**src/source/id_macros.svh**
```systemverilog
`ifndef ID_MACROS_SVH
`define ID_MACROS_SVH

`define XLEN        64
`define INST_W      32
`define REG_ADDR_W  5
`define PC_STEP     4

// rv64i major opcodes
`define OPC_LOAD     7'h03
`define OPC_ARITH_I  7'h13
`define OPC_AUIPC    7'h17
`define OPC_ARITH_IW 7'h1b
`define OPC_STORE    7'h23
`define OPC_ARITH_R  7'h33
`define OPC_LUI      7'h37
`define OPC_ARITH_RW 7'h3b
`define OPC_BRANCH   7'h63
`define OPC_JALR     7'h67
`define OPC_JAL      7'h6f

// funct6/funct7 values
`define F6_SRL   6'h00
`define F6_SRA   6'h10
`define F7_BASE  7'h00
`define F7_ALT   7'h20

// alu one-hot positions
`define ALU_ADD  0
`define ALU_SUB  1
`define ALU_SLT  2
`define ALU_SLTU 3
`define ALU_XOR  4
`define ALU_OR   5
`define ALU_AND  6
`define ALU_SLL  7
`define ALU_SRL  8
`define ALU_SRA  9

// branch/jump one-hot positions
`define BJ_BEQ   0
`define BJ_BNE   1
`define BJ_BLT   2
`define BJ_BGE   3
`define BJ_BLTU  4
`define BJ_BGEU  5
`define BJ_JALR  6
`define BJ_JAL   7

`define ALU_OP_W   10
`define BJ_OP_W    8
`define LOAD_OP_W  7
`define STORE_OP_W 4

// operand and immediate select positions
`define SEL_W      3
`define OP1_RS1    0
`define OP1_PC     1
`define OP1_ZERO   2
`define OP2_RS2    0
`define OP2_IMM    1
`define OP2_STEP   2
`define IMM_SEL_W  5
`define IMM_I      0
`define IMM_S      1
`define IMM_B      2
`define IMM_U      3
`define IMM_J      4
`define JIMM_B     0
`define JIMM_J     1
`define JIMM_I     2

`endif

```
**src/source/id_pkg.sv**
```systemverilog
`default_nettype none

`include "id_macros.svh"

package id_pkg;

  typedef logic [`XLEN-1:0]       xlen_t;
  typedef logic [`INST_W-1:0]     inst_t;
  typedef logic [`REG_ADDR_W-1:0] reg_addr_t;

  // one-hot control vectors
  typedef logic [`ALU_OP_W-1:0]   alu_op_t;
  typedef logic [`BJ_OP_W-1:0]    bj_op_t;
  typedef logic [`LOAD_OP_W-1:0]  load_op_t;
  typedef logic [`STORE_OP_W-1:0] store_op_t;

  // operand source selects
  typedef logic [`SEL_W-1:0]      op1_sel_t;
  typedef logic [`SEL_W-1:0]      op2_sel_t;
  typedef logic [`IMM_SEL_W-1:0]  imm_sel_t;
  typedef logic [`SEL_W-1:0]      jmp_imm_sel_t;

  typedef struct packed {
    alu_op_t   alu_op;
    bj_op_t    bj_op;
    load_op_t  load_op;
    store_op_t store_op;
    logic      is_word;
    logic      mem_rd;
    logic      mem_wr;
    logic      reg_wr;
    reg_addr_t rd_addr;
    reg_addr_t rs1_addr;
    reg_addr_t rs2_addr;
  } id_ctrl_t;

  typedef struct packed {
    op1_sel_t     op1_sel;
    op2_sel_t     op2_sel;
    imm_sel_t     imm_sel;
    // B, J or I format for the jump target offset
    jmp_imm_sel_t jmp_imm_sel;
  } opnd_sel_t;

  // bundle handed to execute
  typedef struct packed {
    xlen_t    pc;
    inst_t    inst;
    xlen_t    op1;
    xlen_t    op2;
    xlen_t    rs1_data;
    xlen_t    rs2_data;
    xlen_t    jmp_imm;
    id_ctrl_t ctrl;
  } id_to_ex_t;

endpackage

`default_nettype wire

```
**src/source/id_pipe_reg.sv**
```systemverilog
`timescale 1ns/1ps
`default_nettype none

`include "id_macros.svh"

module id_pipe_reg (
  input  logic          clk,
  input  logic          rst,
  input  logic          if_to_id_valid,
  input  id_pkg::xlen_t if_to_id_pc,
  input  id_pkg::inst_t if_to_id_inst,
  input  logic          ex_allowin,
  input  logic          br_flush,
  output logic          id_allowin,
  output logic          id_valid,
  output id_pkg::xlen_t id_pc,
  output id_pkg::inst_t id_inst
);
  import id_pkg::*;

  logic  valid_r;
  xlen_t pc_r;
  inst_t inst_r;

  // decode never stalls on its own
  assign id_allowin = !valid_r || ex_allowin;

  always_ff @(posedge clk) begin
    if (rst) begin
      valid_r <= 1'b0;
    end else if (id_allowin) begin
      valid_r <= if_to_id_valid;
    end else if (br_flush) begin
      // stalled and redirected, drop the held instruction
      valid_r <= 1'b0;
    end
  end

  always_ff @(posedge clk) begin
    if (if_to_id_valid && id_allowin) begin
      pc_r   <= if_to_id_pc;
      inst_r <= if_to_id_inst;
    end
  end

  assign id_valid = valid_r;
  assign id_pc    = pc_r;
  // empty stage decodes as all zeros
  assign id_inst  = inst_r & {`INST_W{valid_r}};

endmodule

`default_nettype wire

```
**src/source/id_stage.sv**
```systemverilog
`timescale 1ns/1ps
`default_nettype none

module id_stage (
  input  logic                clk,
  input  logic                rst,
  input  logic                if_to_id_valid,
  input  id_pkg::xlen_t       if_to_id_pc,
  input  id_pkg::inst_t       if_to_id_inst,
  output logic                id_allowin,
  output logic                id_to_ex_valid,
  output id_pkg::id_to_ex_t   id_to_ex_bus,
  input  logic                ex_allowin,
  input  logic                br_flush,
  output id_pkg::reg_addr_t   rs1_addr,
  output id_pkg::reg_addr_t   rs2_addr,
  input  id_pkg::xlen_t       rs1_data,
  input  id_pkg::xlen_t       rs2_data
);
  import id_pkg::*;

  logic      id_valid;
  xlen_t     id_pc;
  inst_t     id_inst;
  id_ctrl_t  ctrl;
  opnd_sel_t opnd_sel;
  xlen_t     op1;
  xlen_t     op2;
  xlen_t     jmp_imm;

  id_pipe_reg u_pipe_reg (
    .clk            (clk),
    .rst            (rst),
    .if_to_id_valid (if_to_id_valid),
    .if_to_id_pc    (if_to_id_pc),
    .if_to_id_inst  (if_to_id_inst),
    .ex_allowin     (ex_allowin),
    .br_flush       (br_flush),
    .id_allowin     (id_allowin),
    .id_valid       (id_valid),
    .id_pc          (id_pc),
    .id_inst        (id_inst)
  );

  inst_decoder u_decoder (
    .id_inst  (id_inst),
    .ctrl     (ctrl),
    .opnd_sel (opnd_sel)
  );

  operand_select u_opnd_sel (
    .id_inst  (id_inst),
    .id_pc    (id_pc),
    .rs1_data (rs1_data),
    .rs2_data (rs2_data),
    .opnd_sel (opnd_sel),
    .op1      (op1),
    .op2      (op2),
    .jmp_imm  (jmp_imm)
  );

  // register file read ports
  assign rs1_addr = ctrl.rs1_addr;
  assign rs2_addr = ctrl.rs2_addr;

  // a redirect kills the instruction in decode at once
  assign id_to_ex_valid = id_valid & ~br_flush;

  assign id_to_ex_bus = '{
    pc:       id_pc,
    inst:     id_inst,
    op1:      op1,
    op2:      op2,
    rs1_data: rs1_data,
    rs2_data: rs2_data,
    jmp_imm:  jmp_imm,
    ctrl:     ctrl
  };

endmodule

`default_nettype wire

```
**src/source/inst_decoder.sv**
```systemverilog
`timescale 1ns/1ps
`default_nettype none

`include "id_macros.svh"

module inst_decoder (
  input  id_pkg::inst_t     id_inst,
  output id_pkg::id_ctrl_t  ctrl,
  output id_pkg::opnd_sel_t opnd_sel
);
  import id_pkg::*;

  logic [6:0] opcode;
  logic [2:0] funct3;
  logic [5:0] funct6;
  logic [6:0] funct7;
  logic [7:0] f3;
  reg_addr_t  rd;
  reg_addr_t  rs1;
  reg_addr_t  rs2;

  assign opcode = id_inst[6:0];
  assign funct3 = id_inst[14:12];
  assign funct6 = id_inst[31:26];
  assign funct7 = id_inst[31:25];
  assign rd     = id_inst[11:7];
  assign rs1    = id_inst[19:15];
  assign rs2    = id_inst[24:20];
  assign f3     = 8'b1 << funct3;

  // opcode classes
  wire is_load     = (opcode == `OPC_LOAD);
  wire is_arith_i  = (opcode == `OPC_ARITH_I);
  wire is_auipc    = (opcode == `OPC_AUIPC);
  wire is_arith_iw = (opcode == `OPC_ARITH_IW);
  wire is_store    = (opcode == `OPC_STORE);
  wire is_arith_r  = (opcode == `OPC_ARITH_R);
  wire is_lui      = (opcode == `OPC_LUI);
  wire is_arith_rw = (opcode == `OPC_ARITH_RW);
  wire is_branch   = (opcode == `OPC_BRANCH);
  wire is_jalr     = (opcode == `OPC_JALR) & f3[0];
  wire is_jal      = (opcode == `OPC_JAL);

  wire f6_srl = (funct6 == `F6_SRL);
  wire f6_sra = (funct6 == `F6_SRA);
  wire f7_base = (funct7 == `F7_BASE);
  wire f7_alt  = (funct7 == `F7_ALT);

  // register-immediate, 64-bit
  wire inst_addi  = is_arith_i & f3[0];
  wire inst_slli  = is_arith_i & f3[1] & f6_srl;
  wire inst_slti  = is_arith_i & f3[2];
  wire inst_sltiu = is_arith_i & f3[3];
  wire inst_xori  = is_arith_i & f3[4];
  wire inst_srli  = is_arith_i & f3[5] & f6_srl;
  wire inst_srai  = is_arith_i & f3[5] & f6_sra;
  wire inst_ori   = is_arith_i & f3[6];
  wire inst_andi  = is_arith_i & f3[7];

  // register-immediate, word
  wire inst_addiw = is_arith_iw & f3[0];
  wire inst_slliw = is_arith_iw & f3[1] & f7_base;
  wire inst_srliw = is_arith_iw & f3[5] & f6_srl;
  wire inst_sraiw = is_arith_iw & f3[5] & f6_sra;

  // register-register, 64-bit
  wire inst_add  = is_arith_r & f3[0] & f7_base;
  wire inst_sub  = is_arith_r & f3[0] & f7_alt;
  wire inst_sll  = is_arith_r & f3[1];
  wire inst_slt  = is_arith_r & f3[2];
  wire inst_sltu = is_arith_r & f3[3];
  wire inst_xor  = is_arith_r & f3[4];
  wire inst_srl  = is_arith_r & f3[5] & f7_base;
  wire inst_sra  = is_arith_r & f3[5] & f7_alt;
  wire inst_or   = is_arith_r & f3[6];
  wire inst_and  = is_arith_r & f3[7];

  // register-register, word
  wire inst_addw = is_arith_rw & f3[0] & f7_base;
  wire inst_subw = is_arith_rw & f3[0] & f7_alt;
  wire inst_sllw = is_arith_rw & f3[1];
  wire inst_srlw = is_arith_rw & f3[5] & f7_base;
  wire inst_sraw = is_arith_rw & f3[5] & f7_alt;

  wire inst_beq  = is_branch & f3[0];
  wire inst_bne  = is_branch & f3[1];
  wire inst_blt  = is_branch & f3[4];
  wire inst_bge  = is_branch & f3[5];
  wire inst_bltu = is_branch & f3[6];
  wire inst_bgeu = is_branch & f3[7];

  alu_op_t   alu_op;
  bj_op_t    bj_op;
  load_op_t  load_op;
  store_op_t store_op;
  op1_sel_t  op1_sel;
  op2_sel_t  op2_sel;
  imm_sel_t  imm_sel;
  jmp_imm_sel_t jmp_imm_sel;
  logic      use_rs1;
  logic      use_rs2;
  logic      reg_wr;

  // address generation and link values go through the adder
  assign alu_op[`ALU_ADD]  = inst_add | inst_addi | inst_addw | inst_addiw
                           | is_auipc | is_lui | is_load | is_store
                           | is_jal | is_jalr;
  // branches compare through sub plus one condition bit
  assign alu_op[`ALU_SUB]  = inst_sub | inst_subw | is_branch;
  assign alu_op[`ALU_SLT]  = inst_slt | inst_slti | inst_blt | inst_bge;
  assign alu_op[`ALU_SLTU] = inst_sltu | inst_sltiu | inst_bltu | inst_bgeu;
  assign alu_op[`ALU_XOR]  = inst_xor | inst_xori | inst_beq | inst_bne;
  assign alu_op[`ALU_OR]   = inst_or | inst_ori;
  assign alu_op[`ALU_AND]  = inst_and | inst_andi;
  assign alu_op[`ALU_SLL]  = inst_sll | inst_slli | inst_sllw | inst_slliw;
  assign alu_op[`ALU_SRL]  = inst_srl | inst_srli | inst_srlw | inst_srliw;
  assign alu_op[`ALU_SRA]  = inst_sra | inst_srai | inst_sraw | inst_sraiw;

  assign bj_op = {is_jal, is_jalr, inst_bgeu, inst_bltu,
                  inst_bge, inst_blt, inst_bne, inst_beq};

  // lb lh lw ld lbu lhu lwu from bit 0 up
  assign load_op  = {7{is_load}} & f3[6:0];
  assign store_op = {4{is_store}} & f3[3:0];

  assign op1_sel[`OP1_RS1]  = is_load | is_arith_i | is_arith_iw | is_store
                            | is_arith_r | is_arith_rw | is_branch;
  assign op1_sel[`OP1_PC]   = is_auipc | is_jalr | is_jal;
  assign op1_sel[`OP1_ZERO] = is_lui;

  assign op2_sel[`OP2_RS2]  = is_arith_r | is_arith_rw | is_branch;
  assign op2_sel[`OP2_IMM]  = is_load | is_arith_i | is_arith_iw | is_store
                            | is_auipc | is_lui;
  assign op2_sel[`OP2_STEP] = is_jal | is_jalr;

  assign imm_sel[`IMM_I] = is_load | is_arith_i | is_arith_iw | is_jalr;
  assign imm_sel[`IMM_S] = is_store;
  assign imm_sel[`IMM_B] = is_branch;
  assign imm_sel[`IMM_U] = is_auipc | is_lui;
  assign imm_sel[`IMM_J] = is_jal;

  assign jmp_imm_sel[`JIMM_B] = is_branch;
  assign jmp_imm_sel[`JIMM_J] = is_jal;
  assign jmp_imm_sel[`JIMM_I] = is_jalr;

  // jalr reads rs1 for its target even though op1 is the pc
  assign use_rs1 = op1_sel[`OP1_RS1] | is_jalr;
  assign use_rs2 = is_arith_r | is_arith_rw | is_store | is_branch;
  assign reg_wr  = is_load | is_arith_i | is_auipc | is_arith_iw | is_arith_r
                 | is_lui | is_arith_rw | is_jalr | is_jal;

  assign ctrl = '{
    alu_op:   alu_op,
    bj_op:    bj_op,
    load_op:  load_op,
    store_op: store_op,
    is_word:  is_arith_iw | is_arith_rw,
    mem_rd:   is_load,
    mem_wr:   is_store,
    reg_wr:   reg_wr,
    rd_addr:  reg_wr ? rd : '0,
    rs1_addr: use_rs1 ? rs1 : '0,
    rs2_addr: use_rs2 ? rs2 : '0
  };

  assign opnd_sel = '{
    op1_sel:     op1_sel,
    op2_sel:     op2_sel,
    imm_sel:     imm_sel,
    jmp_imm_sel: jmp_imm_sel
  };

endmodule

`default_nettype wire

```
**src/source/operand_select.sv**
```systemverilog
`timescale 1ns/1ps
`default_nettype none

`include "id_macros.svh"

module operand_select (
  input  id_pkg::inst_t     id_inst,
  input  id_pkg::xlen_t     id_pc,
  input  id_pkg::xlen_t     rs1_data,
  input  id_pkg::xlen_t     rs2_data,
  input  id_pkg::opnd_sel_t opnd_sel,
  output id_pkg::xlen_t     op1,
  output id_pkg::xlen_t     op2,
  output id_pkg::xlen_t     jmp_imm
);
  import id_pkg::*;

  xlen_t imm_i;
  xlen_t imm_s;
  xlen_t imm_b;
  xlen_t imm_u;
  xlen_t imm_j;
  xlen_t imm;

  // sign-extended immediates per format
  assign imm_i = {{(`XLEN-12){id_inst[31]}}, id_inst[31:20]};
  assign imm_s = {{(`XLEN-12){id_inst[31]}}, id_inst[31:25], id_inst[11:7]};
  assign imm_b = {{(`XLEN-13){id_inst[31]}}, id_inst[31], id_inst[7],
                  id_inst[30:25], id_inst[11:8], 1'b0};
  assign imm_u = {{(`XLEN-32){id_inst[31]}}, id_inst[31:12], 12'b0};
  assign imm_j = {{(`XLEN-21){id_inst[31]}}, id_inst[31], id_inst[19:12],
                  id_inst[20], id_inst[30:21], 1'b0};

  always_comb begin
    case (1'b1)
      opnd_sel.imm_sel[`IMM_I]: imm = imm_i;
      opnd_sel.imm_sel[`IMM_S]: imm = imm_s;
      opnd_sel.imm_sel[`IMM_B]: imm = imm_b;
      opnd_sel.imm_sel[`IMM_U]: imm = imm_u;
      opnd_sel.imm_sel[`IMM_J]: imm = imm_j;
      default:                  imm = '0;
    endcase
  end

  always_comb begin
    case (1'b1)
      opnd_sel.op1_sel[`OP1_RS1]:  op1 = rs1_data;
      opnd_sel.op1_sel[`OP1_PC]:   op1 = id_pc;
      opnd_sel.op1_sel[`OP1_ZERO]: op1 = '0;
      default:                     op1 = '0;
    endcase
  end

  always_comb begin
    case (1'b1)
      opnd_sel.op2_sel[`OP2_RS2]:  op2 = rs2_data;
      opnd_sel.op2_sel[`OP2_IMM]:  op2 = imm;
      // link value for jal/jalr
      opnd_sel.op2_sel[`OP2_STEP]: op2 = xlen_t'(`PC_STEP);
      default:                     op2 = '0;
    endcase
  end

  always_comb begin
    case (1'b1)
      opnd_sel.jmp_imm_sel[`JIMM_B]: jmp_imm = imm_b;
      opnd_sel.jmp_imm_sel[`JIMM_J]: jmp_imm = imm_j;
      opnd_sel.jmp_imm_sel[`JIMM_I]: jmp_imm = imm_i;
      default:                       jmp_imm = '0;
    endcase
  end

endmodule

`default_nettype wire

```
**config.mk**
```make
export PLATFORM = sky130hd
export DESIGN_NAME = id_stage
export DESIGN_NICKNAME = d
export VERILOG_FILES = /design/src/source/id_pkg.sv /design/src/source/id_pipe_reg.sv /design/src/source/id_stage.sv /design/src/source/inst_decoder.sv /design/src/source/operand_select.sv
export VERILOG_INCLUDE_DIRS = /design/src /design/src/source
export SDC_FILE = /design/constraint.sdc
export NUM_CORES = 1
export LEC_CHECK = 0
export BUFFER_PORTS_ARGS = -buffer_cell sky130_fd_sc_hd__buf_2
export CORE_AREA = 2 2 275 277
export DETAILED_ROUTE_END_ITERATION = 12
export DIE_AREA = 0 0 277 279
export GPL_ROUTABILITY_DRIVEN = 0
export SLEW_MARGIN = 40
export SYNTH_ARGS = -nofsm -noshare
export SYNTH_HDL_FRONTEND = slang
export SYNTH_SLANG_ARGS = --single-unit
```
**constraint.sdc**
```tcl
create_clock -name clk -period 4.6 [get_ports clk]
set_clock_uncertainty 0.1 [all_clocks]
set_input_delay 0.46 -clock clk [delete_from_list [all_inputs] [get_ports clk]]
set_output_delay 0.46 -clock clk [all_outputs]
set_load 0.03 [all_outputs]
```
# Word-level counts from Yosys, hierarchy flattened
# Cells that the tools add are included.
[op_classes]
reduce_logical = 6
bitwise_logic = 105
mux = 18
order_cmp = 0
add_sub_neg = 0
multipliers = 0
n_shift = 1
eq_ne = 13
div = 0
[op_table]
columns = ["operator", "count"]
rows = [
  ["two-way mux 64 bit", 12],
  ["OR 1 bit", 57],
  ["bitwise AND 1 bit", 44],
  ["equality test 7 x 6 -> 1 bit (second input constant)", 5],
  ["bitwise AND 32 bit", 1],
  ["equality test 7 x 5 -> 1 bit (second input constant)", 3],
  ["equality test 7 bit (second input constant)", 3],
  ["two-way mux 5 bit", 3],
  ["left shift 1 x 3 -> 8 bit (first input constant)", 1],
  ["bitwise AND 7 bit", 1],
  ["equality test 7 x 2 -> 1 bit (second input constant)", 1],
  ["zero test 7 bit", 1],
  ["equality test 6 x 5 -> 1 bit (second input constant)", 1],
  ["zero test 6 bit", 1],
  ["bitwise AND 4 bit", 1],
  ["two-way mux 3 bit", 1],
  ["two-way mux 1 bit", 2],
  ["nonzero test 2 bit", 1],
  ["logical AND 1 bit", 1],
  ["zero test 1 bit", 1],
  ["logical OR 1 bit", 1],
  ["inverter 1 bit", 1],
]
[word_totals]
input_bits = 229
elab_cells = 146
memories = 0
romBits = 0
output_inout_bits = 476
mem_bits_rw = 0
regBits = 97
latchBits = 0

# Depth between registers and ports, before layout
# Gate-level depths: netlist of the first run.
[depth]
ltp_word = 13
depth_mapped = 8
mapped_depth_nobuf = 6

# Hierarchy
# From an unflattened synthesis of the first run, not the netlist that was laid out.
[unflattened]
cells_unflattened = 778
area_unflattened_um2 = 7387.1
[by_module_without_submodules]
columns = ["mod", "area_per_inst_um2", "seq_area_each_um2", "instances", "cells_each"]
rows = [
  ["id_pipe_reg", 3160.5, 2902.8, 1, 137],
  ["operand_select", 2263.4, 0.0, 1, 359],
  ["id_stage", 1049.8, 0.0, 1, 139],
  ["inst_decoder", 913.4, 0.0, 1, 143],
]

# Worst setup path after synthesis of the first run
# Ideal clock, no wire load.
[synth_timing]
path_kind = "reg-to-output"
startpoint = "register u_pipe_reg.inst_r[3]"
endpoint = "output port id_to_ex_bus[100] in the netlist's numbering"
arrival_ns = 3.484
path_stages_with_launch = 8
slack_ns = 0.556
required_ns = 4.040
n_path_buf = 4
cell_sequence = "edfxtp_1 > clkbuf_1 > clkbuf_1 > o21a_1 > o21ai_1 > clkbuf_1 > nor2_1 > buf_4"
[synth_lines]
columns = ["element", "line", "rtl"]
rows = [
  ["start, declared", "id_pipe_reg.sv:23", "inst_t inst_r;"],
  ["start signal, assigned", "id_pipe_reg.sv:42", "inst_r <= if_to_id_inst;"],
  ["end, declared", "id_stage.sv:12", "output id_pkg::id_to_ex_t id_to_ex_bus,"],
]

==> results of run 1 <==
-- Yosys cell counts, types with 2 or more instances --
cell type	number	area share, %
sky130_fd_sc_hd__a211oi_1	2	0.21
sky130_fd_sc_hd__a21boi_1	5	0.54
sky130_fd_sc_hd__a21o_1	3	0.32
sky130_fd_sc_hd__a21oi_1	22	1.6
sky130_fd_sc_hd__a221o_1	14	2.0
sky130_fd_sc_hd__a22o_1	64	8.0
sky130_fd_sc_hd__a22oi_1	10	1.1
sky130_fd_sc_hd__and2_1	13	1.2
sky130_fd_sc_hd__and3_1	6	0.54
sky130_fd_sc_hd__and4_1	2	0.25
sky130_fd_sc_hd__and4b_1	2	0.29
sky130_fd_sc_hd__buf_1	2	0.11
sky130_fd_sc_hd__buf_2	10	0.71
sky130_fd_sc_hd__buf_4	192	21
sky130_fd_sc_hd__buf_6	2	0.32
sky130_fd_sc_hd__clkbuf_1	32	1.7
sky130_fd_sc_hd__edfxtp_1	96	41
sky130_fd_sc_hd__inv_1	24	1.3
sky130_fd_sc_hd__inv_2	4	0.21
sky130_fd_sc_hd__mux2i_1	4	0.57
sky130_fd_sc_hd__nand2_1	112	6.0
sky130_fd_sc_hd__nand2b_1	8	0.71
sky130_fd_sc_hd__nand3_1	6	0.43
sky130_fd_sc_hd__nand3b_1	2	0.21
sky130_fd_sc_hd__nand4_1	2	0.18
sky130_fd_sc_hd__nand4b_1	2	0.25
sky130_fd_sc_hd__nor2_1	42	2.3
sky130_fd_sc_hd__nor2b_1	3	0.27
sky130_fd_sc_hd__nor3_1	7	0.50
sky130_fd_sc_hd__nor4_1	4	0.36
sky130_fd_sc_hd__o211ai_1	3	0.32
sky130_fd_sc_hd__o21a_1	2	0.21
sky130_fd_sc_hd__o21ai_1	21	1.5
sky130_fd_sc_hd__o41ai_1	2	0.25
sky130_fd_sc_hd__or3_1	4	0.36
sky130_fd_sc_hd__or3b_1	2	0.25
-- flip-flops by register name (all words and copies together), names as in the netlist --
name and flops:
u_pipe_reg.id_pc 64, u_pipe_reg.id_valid 1, u_pipe_reg.inst_r 32
-- per-layer routing --
layer | GRT usage (%) | up-vias | part of all wire (%)
met3 | 5.55 | 104 | 12
met2 | 19.6 | 594 | 47
met4 | 3.15 | 26 | 2.9
met1 | 12.7 | 3776 | 37
met5 | 0 | - | 0.34
li1 | - | 3490 | -
-- stage by stage --
step	cell area, um2	util [%]
finish	10700	14.4
global placement	10300	13.9
global route	10700	14.4
CTS	10600	14.4
floorplan	7000	-
detailed placement	10300	13.9
-- cell usage in the layout, fill, tap and decap left out, drive strengths merged, types with 3 or more instances in the layout --
| cell type | instances |
|---|---|
| buf | 724 |
| nand2 | 112 |
| edfxtp | 96 |
| a22o | 64 |
| nor2 | 42 |
| inv | 33 |
| a21oi | 22 |
| o21ai | 22 |
| a221o | 14 |
| and2 | 13 |
| a22oi | 10 |
| clkbuf | 9 |
| nand2b | 8 |
| nor3 | 7 |
| nand3 | 6 |
| and3 | 6 |
| diode | 5 |
| a21boi | 5 |
| or3 | 4 |
| nor4 | 4 |
| mux2i | 4 |
| o211ai | 3 |
| nor2b | 3 |
| a21o | 3 |
-- cell families after synthesis --
kind of cell | count (synthesis) | synth area share [%]
buffers and inverters | 266 | 24.9
AND/OR/NAND/NOR | 221 | 14.5
AO/OA/AOI/OAI | 166 | 18.5
flip-flops | 97 | 41.5
multiplexers | 4 | 0.572
-- worst reg2reg max path, cell delays in order (launching register included) --
cell and delay, ps:
sky130_fd_sc_hd__dfxtp_2 490, sky130_fd_sc_hd__buf_4 300, sky130_fd_sc_hd__nand2b_1 240, sky130_fd_sc_hd__and2_4 720
sky130_fd_sc_hd__buf_4 490
-- layout make-up --
class	count	area, um2
antenna	5	12.5
clock buffer	9	225
inverter	28	105
multi-input combinational	391	2410
tap	969	1210
clock inverter	7	83.8
timing repair buffer	724	3710
sequential	97	2900
fill	8450	63400
-- final timing paths --
kind                                     from                                to  slack [ps]  cells past startpoint
max          u_pipe_reg.id_valid$_SDFFE_PP0P_                  id_to_ex_bus[41]         740                      6
min reg2reg  u_pipe_reg.id_valid$_SDFFE_PP0P_  u_pipe_reg.id_valid$_SDFFE_PP0P_        1380                      5
max reg2reg  u_pipe_reg.id_valid$_SDFFE_PP0P_   u_pipe_reg.inst_r[13]$_DFFE_PP_        1920                      4
min                           if_to_id_pc[18]    u_pipe_reg.id_pc[18]$_DFFE_PP_         140                      1
-- power by group through the flow --
stage	Combinational (mW)	Clock [mW]	Sequential [mW]
2_1_floorplan	0.343	0	1.15
3_3_place_gp	0.614	0	1.11
3_5_place_dp	0.617	0	1.11
4_1_cts	0.617	0.896	1.09
5_1_grt	0.644	0.925	1.10
6_report	0.611	0.848	1.09
==> summary.md, run 1 <==
| Metric | Value |
|---|---|
| Data arrival time of the critical path | 3300 ps |
| Number of core rows | 100 |
| Part of the power in the clock network | around a third |
| Fin crit period | between 3000 and 4000 ps |
| Die H | between 200 and 300 um |
| First-pass GRT wire length | ~61 mm |
| Fraction of final layout cells with drive strength greater than 1 | approximately three fifths |
| Setup Viol. Count Final | 0 |
| Slew @ Worst Pin | between 800 and 900 ps |
| Initial Utilization | under 10% |
| Remaining antenna violation count after routing | 0 |
| Final-report hold violation count | 0 |
| H-tree levels | 3 |
| Startpoint types | register |
| Gate count of the mapped netlist | around 750 |
| Number of antenna violations at the first check in global routing | 32 |
| CP Max Fanout | 30 |
| Detail Placement HPWL | 40.2 mm |
| Number of pins with negative max-slew slack in the final report | 0 |
| Period utilization | roughly 84% |
| Via-to-Cell Ratio | 3.58 |
| DRC marker count from the first detailed-route iteration | 564 |
| Post-cts repair resize count | 0 |
| Setup WS pre-CTS | roughly 1200 ps |
| Average detailed-routed wire length per instance | approximately 21 um |
| Number of distinct standard cells referenced by the synthesized netlist | 59 |
| Netlist Area Pre-Place | about 7000 um2 |
| Psw | 904 uW |
| Clock Tree Buf Depth | 2 |
| Number of global-route vias before repair | a little over 7,000 |
| Average cell area after synthesis | ~9.3 um2 |
| Core area | roughly 74,000 um2 |
| Worst hold path class | in2reg |
| Grt ovf | 0 |
| Count of buffers added by post-CTS timing repair for setup | 0 |
| Post-synth net total | between 900 and 1,000 |
| Normalized max-slew margin | slightly above 40% |
| Main synth FF type | sky130_fd_sc_hd__edfxtp_1 |
| Static Leak | approximately 5.6 nW |
| Endpoint kind of the worst setup timing path | output port |
| Minimum setup slack in the final design | 737 ps |
| Number of buffers inserted during clock tree synthesis | 9 |
| Overall routed net length | roughly 47 mm |
| Peak Freq | 259 MHz |
| CP Data Required Time | about 4000 ps |
| Number of hold buffers added after CTS | 0 |
| Post-layout total power | between 2 and 3 mW |
| Highest cell delay on the worst timing path | roughly 670 ps |
| Combinational group share of total power | approximately a quarter |
| Max cap viols | 0 |
| Clock latency reported for the late side of the worst-skew pair | ~380 ps |
| Maximum number of pins on one net before global-route repair | 65 |
| Share of synthesized area occupied by flip-flops and latches | 41.5% |
| Pwr Density | around 240 nW/um2 |
| Clock slew seen by the registers of the worst setup and hold paths | roughly 80 ps |
| Cell at the root of the clock tree | sky130_fd_sc_hd__clkbuf_16 |
| Outcome | finished, final reports clean |
| Post-route DRC violation count | 0 |
| Clock net sink count | 97 |
| Number of instances in the placed design | 2,209 |
| Unrepaired setup endpoints after global routing | false |
| Crit-path leading delay family | simple AND/OR/NAND/NOR gates |
| Flops & latches, synth | 97 |
| Number of enable-type register cells in the synthesized netlist | 96 |
| Internal cell power | around 1.6 mW |
| Critical path buffers and inverters | 2 |
| Count of pins on the block boundary | slightly above 700 |
| Register share of total power | between 40% and 50% |
| Final-layout setup total negative slack | 0 ps |
| Cells along the critical path | buf_4, nand4b_1, or3_1, or3b_1, a21oi_1, buf_2 |
| Chip Width | roughly 280 um |
| Worst-case vdd ir drop | ~0.00018 V |
| Total routing usage reported by global routing | a little under an eighth |
| Share of synthesized flip-flops with an asynchronous set or reset | 0% |
| Standard cell with the maximum stage delay on the critical path | sky130_fd_sc_hd__dfxtp_2 |
| First drt pass iteration count | 5 |
| Final worst hold slack | approximately 140 ps |
| Layout Nets | 1,480 |
| Fin cells | 2,230 |
| Kind of critical path | reg2out |
| Total die area | slightly below 80,000 um2 |
| Routed via count | ~8,000 |
| Port bufs | 704 |
| Area delta synth->final | 52.3% |
| TritonCTS clock tree | yes |
| Yosys warns | 0 |
| Switching share of total power | between 30 and 40% |
(Power assumes the default switching activity.)
==> run 2: changes to the inputs <==
clock period = 3.49 ns   (was 4.6 ns; I/O delays follow)
==> run 2 against run 1 <==
Compared with the run above: combinational power up 41%; setup slack got worse by 560 ps; sequential power up 31%; count of clock-buffer cells in the layout did not move; largest power group unchanged.
==> summary.md, run 2 (synthesized netlist as in run 1, its figures left out) <==
| Metric | Value |
|---|---|
| Clock latency reported for the late side of the worst-skew pair | 380 ps (about the same) |
| Endpoint kind of the worst setup timing path | output port |
| Remaining antenna violation count after routing | 0 (unchanged) |
| Fin cells | 2,280 (+2.2%) |
| DRC marker count from the first detailed-route iteration | 444 (-21%) |
| Number of instances in the placed design | 2,218 (+0.41%) |
| First drt pass iteration count | 4 (-1) |
| Minimum setup slack in the final design | 180 ps (-556 ps) |
| Max cap viols | 0 (unchanged) |
| Final-layout setup total negative slack | 0 ps (unchanged) |
| Post-route DRC violation count | 0 (unchanged) |
| Clock net sink count | 97 (unchanged) |
| Number of global-route vias before repair | 7,474 (+2.7%) |
| Static Leak | 5.79 nW (+3.4%) |
| Port bufs | 704 (unchanged) |
| Clock Tree Buf Depth | 2 (unchanged) |
| Detail Placement HPWL | 38.9 mm (-3.2%) |
| Clock slew seen by the registers of the worst setup and hold paths | 90 ps (about the same) |
| Setup Viol. Count Final | 0 (unchanged) |
| Count of pins on the block boundary | 705 (unchanged) |
| Fraction of final layout cells with drive strength greater than 1 | 59.3% (-1.1 points) |
| Highest cell delay on the worst timing path | 580 ps (-90 ps) |
| Cells along the critical path | nor3_1, a31oi_1, o2bb2ai_4, buf_12, a22o_1, buf_2 |
| Total routing usage reported by global routing | 11.3% (-0.17 points) |
| Worst hold path class | in2reg |
| First-pass GRT wire length | 60.0 mm (-1.1%) |
| Setup WS pre-CTS | 467 ps (-713 ps) |
| Period utilization | a little over nine tenths |
| Startpoint types | register |
| Fill cell instance count of the final layout | 8,371 (-0.93%) |
| Number of antenna violations at the first check in global routing | 23 (-28%) |
| Total die area | 77,300 um2 (unchanged) |
| Share of the core filled with cells in the final layout | 15.0% (+0.64 points) |
| Average detailed-routed wire length per instance | 20.5 um (-3.0%) |
| Peak Freq | 302 MHz |
| Die H | 279 um (unchanged) |
| Standard cell with the maximum stage delay on the critical path | sky130_fd_sc_hd__edfxtp_1 |
| CP Max Fanout | 49 (+63%) |
| Initial Utilization | 9.45% (unchanged) |
| Grt ovf | 0 (unchanged) |
| Routed via count | 8,170 (+2.3%) |
| Chip Width | 277 um (unchanged) |
| Core area | 74,100 um2 (unchanged) |
| Number of flip-flops in the largest register | 64 (unchanged) |
| Area delta synth->final | 59.1% |
| Overall routed net length | 46.6 mm (-0.83%) |
| Via-to-Cell Ratio | 3.58 (about the same) |
| Pwr Density | 302 nW/um2 (+26%) |
| Unrepaired setup endpoints after global routing | false |
| Number of buffers inserted during clock tree synthesis | 9 (unchanged) |
| Number of pins with negative max-slew slack in the final report | 0 (unchanged) |
| Layout Nets | 1,525 (+3.0%) |
| Data arrival time of the critical path | 2860 ps (-440 ps) |
| Normalized max-slew margin | 56.1% (+16 points) |
| H-tree levels | 3 (unchanged) |
| Most frequent standard cell in the layout excluding fill and tap cells | sky130_fd_sc_hd__buf_2 |
| Cell at the root of the clock tree | sky130_fd_sc_hd__clkbuf_16 |
| Slew @ Worst Pin | 659 ps (-234 ps) |
| Worst-case vdd ir drop | 0.000210 V (+18%) |
| Maximum number of pins on one net before global-route repair | 65 (unchanged) |
| Fin crit period | 3310 ps |
| Number of core rows | 100 (unchanged) |
| TritonCTS clock tree | yes |
| Kind of critical path | reg2out |
| Outcome | finished, final reports clean |
| Post-layout total power | 3.37 mW (+32%) |
| CP Data Required Time | 3040 ps (-1000 ps) |
| Most frequent cells in the layout | sky130_fd_sc_hd__buf_2, sky130_fd_sc_hd__nand2_1, sky130_fd_sc_hd__edfxtp_1 |
| Final-report hold violation count | 0 (unchanged) |
[run 2: cell types whose count changed in the layout (fill, tap and decap cells not counted), moves of 2 or more]
cell | before | now
sky130_fd_sc_hd__buf_8 | 3 | 0
sky130_fd_sc_hd__dlygate4sd3_1 | 0 | 34
sky130_fd_sc_hd__buf_12 | 1 | 5
sky130_fd_sc_hd__clkinv_4 | 0 | 2
sky130_fd_sc_hd__diode_2 | 5 | 10
sky130_fd_sc_hd__buf_4 | 15 | 25
sky130_fd_sc_hd__inv_6 | 4 | 1
[run 2: critical path, delay by kind of cell, from the launching register on]
kind	cells	cell delay [ps]
buf+inv	2	490
flops	1	580
compound gates	3	910
simple gates	1	420
[run 2: per-stage QoR]
step	hold slack, ps	cell area (um2)
4_1_cts	0.496	11100
6_report	39.5	11100
3_3_place_gp	426	10400
2_1_floorplan	321	7010
3_5_place_dp	427	10400
5_1_grt	8.63	11100
[run 2: cell type report]
class / instances / area (um2) / area share, %
Timing Repair Buffer: 769 / 4160 / 37.3
Clock inverter: 7 / 72.6 / 0.652
Multi-Input combinational cell: 391 / 2440 / 21.9
Inverter: 28 / 105 / 0.944
Tap cell: 969 / 1210 / 10.9
Sequential cell: 97 / 2900 / 26.1
Clock buffer: 9 / 225 / 2.02
Antenna cell: 10 / 25.0 / 0.225
[run 2: power by group]
part	switching [mW]	total (mW)	leakage (nW)	internal, mW
combinational	0.599	0.862	4.71	0.263
sequential	0.0615	1.43	0.939	1.36
clock	0.572	1.08	0.143	0.507
total	1.23	3.37	5.79	2.13
[run 2: what timing repair did]
item	in CTS	in global routing
resized for setup	0	3
hold buffers	34	0
setup endpoints to repair	0	28
setup buffers	0	2
hold endpoints to repair	34	0
[run 2: final timing paths]
kind	startpoint	to	slack (ps)	depth (start not counted)
max	u_pipe_reg.inst_r[12]$_DFFE_PP_	id_to_ex_bus[309]	180	6
max reg2reg	u_pipe_reg.id_valid$_SDFFE_PP0P_	u_pipe_reg.id_pc[62]$_DFFE_PP_	1280	4
min reg2reg	u_pipe_reg.id_valid$_SDFFE_PP0P_	u_pipe_reg.id_valid$_SDFFE_PP0P_	1190	5
min	if_to_id_pc[35]	u_pipe_reg.id_pc[35]$_DFFE_PP_	40	1
[run 2: metal layers]
| metal | GRT usage (%) | up-vias | share of wire (%) |
|---|---|---|---|
| li1 | - | 3578 | - |
| met1 | 13.6 | 3895 | 41 |
| met2 | 18.2 | 593 | 45 |
| met3 | 4.43 | 90 | 11 |
| met4 | 4.35 | 14 | 3.4 |
| met5 | 0 | - | 0.20 |
==> run 3: changes to the inputs <==
BUFFER_PORTS_ARGS = -buffer_cell sky130_fd_sc_hd__clkbuf_2   (was -buffer_cell sky130_fd_sc_hd__buf_2)
==> run 3 against run 2 <==
Compared with the run above: non-clock buffer count is 9 lower; cell count decreased by 0.57%; utilization shrank 0.12 points; clock power down 5%; highest routed layer unchanged.
==> summary.md, run 3 (synthesized netlist as in run 1, its figures left out) <==
| Metric | Value |
|---|---|
| Outcome | finished, final reports clean |
| Cells along the critical path | or3b_1, a2111oi_2, o21ai_4, buf_8, buf_16, nand2_1, clkbuf_2 |
| Worst hold path class | in2reg |
| Register share of total power | 42.9% (+0.5 points) |
| Setup WS pre-CTS | 411 ps (-55.5 ps) |
| Core area | 74,100 um2 (unchanged) |
| Post-layout total power | 3.31 mW (-1.6%) |
| Fraction of final layout cells with drive strength greater than 1 | 59.6% (+0.34 points) |
| Clock latency reported for the late side of the worst-skew pair | 380 ps (about the same) |
| Slew @ Worst Pin | 874 ps (+216 ps) |
| Placed cell areas | 10,500 um2 (+0.25%) |
| Routed via count | 7,965 (-2.5%) |
| Kind of critical path | reg2out |
| Remaining antenna violation count after routing | 0 (unchanged) |
| Cell at the root of the clock tree | sky130_fd_sc_hd__clkbuf_16 |
| Worst-case vdd ir drop | 0.000242 V (+15%) |
| Startpoint types | register |
| Clock slew seen by the registers of the worst setup and hold paths | 80 ps (about the same) |
| Register-to-register setup slack | 1400 ps (+120 ps) |
| H-tree levels | 3 (unchanged) |
| Wire length on met1 | 18.9 mm (+0.15%) |
| Setup Viol. Count Final | 0 (unchanged) |
| Clock Tree Buf Depth | 2 (unchanged) |
| Number of antenna violations at the first check in global routing | 20 (-13%) |
| Period utilization | 95.6% (+0.80 points) |
| Max cap viols | 0 (unchanged) |
| Internal cell power | 2.12 mW (-0.69%) |
| Number of flip-flops in the largest register | 64 (unchanged) |
| Final-layout setup total negative slack | 0 ps (unchanged) |
| Fin cells | 2,267 (-0.57%) |
| Total die area | 77,300 um2 (unchanged) |
| First drt pass iteration count | 6 (+2) |
| Static Leak | 5.60 nW (-3.3%) |
| Worst r2r dst | u_pipe_reg.id_pc[59]$_DFFE_PP_ |
| Maximum number of pins on one net before global-route repair | 63 (-3.1%) |
| Final-report hold violation count | 0 (unchanged) |
| Fill cell instance count of the final layout | 8,427 (+0.67%) |
| Clock net sink count | 97 (unchanged) |
| Number of core rows | 100 (unchanged) |
| DRC marker count from the first detailed-route iteration | 569 (+28%) |
| Layout Nets | 1,516 (-0.59%) |
| Psw | 1.19 mW (-3.1%) |
| Hold-critical path endpoint | u_pipe_reg.id_pc[21]$_DFFE_PP_ |
| Logic depth of the worst register-to-register path | 4 (unchanged) |
| Count of pins on the block boundary | 705 (unchanged) |
| Endpoint kind of the worst setup timing path | output port |
| Final worst hold slack | 42.5 ps (+3.00 ps) |
| CP Max Fanout | 22 (-55%) |
| Via-to-Cell Ratio | 3.51 (-2.0%) |
| Average detailed-routed wire length per instance | 20.3 um (-0.67%) |
| Pwr Density | 300 nW/um2 (-0.80%) |
| Most frequent standard cell in the layout excluding fill and tap cells | sky130_fd_sc_hd__clkbuf_2 |
| Minimum setup slack in the final design | 152 ps (-28.1 ps) |
| Highest metal layer with signal wires | met5 |
| Standard cell with the maximum stage delay on the critical path | sky130_fd_sc_hd__a2111oi_2 |
| Peak Freq | 300 MHz (-0.84%) |
| Total routing usage reported by global routing | 11.2% (-0.14 points) |
| First-pass GRT wire length | 59.4 mm (-1.0%) |
| Number of buffers inserted during clock tree synthesis | 9 (unchanged) |
| Chip Width | 277 um (unchanged) |
| Data arrival time of the critical path | 2890 ps (+30 ps) |
| Number of global-route vias before repair | 7,440 (-0.45%) |
| Highest cell delay on the worst timing path | 620 ps (+40 ps) |
| Port bufs | 704 (unchanged) |
| Start of the worst register-to-register path | u_pipe_reg.id_valid$_SDFFE_PP0P_ |
| Normalized max-slew margin | 41.2% (-15 points) |
| Part of the power in the clock network | 31.2% (-0.8 points) |
| Most frequent cells in the layout | sky130_fd_sc_hd__clkbuf_2, sky130_fd_sc_hd__nand2_1, sky130_fd_sc_hd__edfxtp_1 |
| Grt ovf | 0 (unchanged) |
| TritonCTS clock tree | yes |
| Final design instance area without fill | 11,000 um2 (-0.79%) |
| Initial Utilization | 9.45% (unchanged) |
| Die H | 279 um (unchanged) |
| Switching share of total power | 36.0% (-0.57 points) |
| Area delta synth->final | 57.8% |
| Number of instances in the placed design | 2,218 (unchanged) |
| Total length of routed met3 wires | 4.50 mm (-8.9%) |
| Detail Placement HPWL | 39.6 mm (+1.7%) |
| Worst hold path cell count | 1 (unchanged) |
| Share of the core filled with cells in the final layout | 14.9% (-0.12 points) |
| Overall routed net length | 46.1 mm (-1.2%) |
| Combinational group share of total power | 25.9% (+0.3 points) |
| HP Start | if_to_id_pc[21] |
| Sequential cell area | 2900 um2 (unchanged) |
| Area of combinational cells with multiple inputs | 2430 um2 (-0.31%) |
| CP Data Required Time | 3040 ps (about the same) |
| Met2 wire len | 21.3 mm (+1.1%) |
| Number of pins with negative max-slew slack in the final report | 0 (unchanged) |
| Post-route DRC violation count | 0 (unchanged) |
| Fin crit period | 3340 ps (+28.1 ps) |
==> run 3: cell types whose count changed in the layout (fill, tap and decap cells not counted), sizes merged <==
cell         delta
buf           -704
clkbuf        +704
clkinv          -1
diode           -4
dlygate4sd3     -9
inv             +1
==> run 3: worst max path at each step <==
stage,end,cells after the start,slack (ps),from
2_1_floorplan,id_to_ex_bus[47],6,210,u_pipe_reg.id_valid$_SDFFE_PP0P_
3_3_place_gp,id_to_ex_bus[256],5,340,u_pipe_reg.inst_r[1]$_DFFE_PP_
3_5_place_dp,id_to_ex_bus[5],5,410,u_pipe_reg.inst_r[1]$_DFFE_PP_
4_1_cts,id_to_ex_bus[5],6,100,u_pipe_reg.inst_r[3]$_DFFE_PP_
5_1_grt,id_to_ex_bus[5],6,-1,u_pipe_reg.inst_r[3]$_DFFE_PP_
6_report,id_to_ex_bus[295],7,150,u_pipe_reg.inst_r[4]$_DFFE_PP_
==> run 3: cell type report <==
type	instances	share of cell area (%)
Antenna cell	6	0.136
Multi-Input combinational cell	391	22.0
Clock buffer	9	2.04
Timing Repair Buffer	760	37.1
Tap cell	969	11.0
Clock inverter	7	0.566
Inverter	28	0.951
Sequential cell	97	26.3
==> run 3: worst max-delay path: cells and delay by family, from the launching register on <==
kind / cells / cell delay (ps)
flip-flops: 1 / 580
buffers and inverters: 3 / 560
AO/OA/AOI/OAI: 2 / 800
AND/OR/NAND/NOR: 2 / 530
==> run 3: power groups by stage <==
stage	Clock (mW)	Combinational (mW)	Sequential [mW]
after detailed placement	0	0.839	1.45
final	1.03	0.859	1.42
after CTS	1.10	0.865	1.42
after floorplan	0	0.453	1.51
after global routing	1.13	0.907	1.43
after global placement	0	0.838	1.45
==> run 3: layer usage <==
metal	vias up	global-route usage, %
li1	3558	-
met3	64	3.82
met4	6	3.89
met1	3742	13.6
met2	595	18.4
met5	-	0
==> run 3: timing repair <==
action,in CTS,in global routing
hold buffers,25,0
hold endpoints to repair,25,0
gates cloned,0,0
resized for setup,1,0
pin swaps,0,0
setup buffers,0,2
endpoints found under the setup margin,3,2
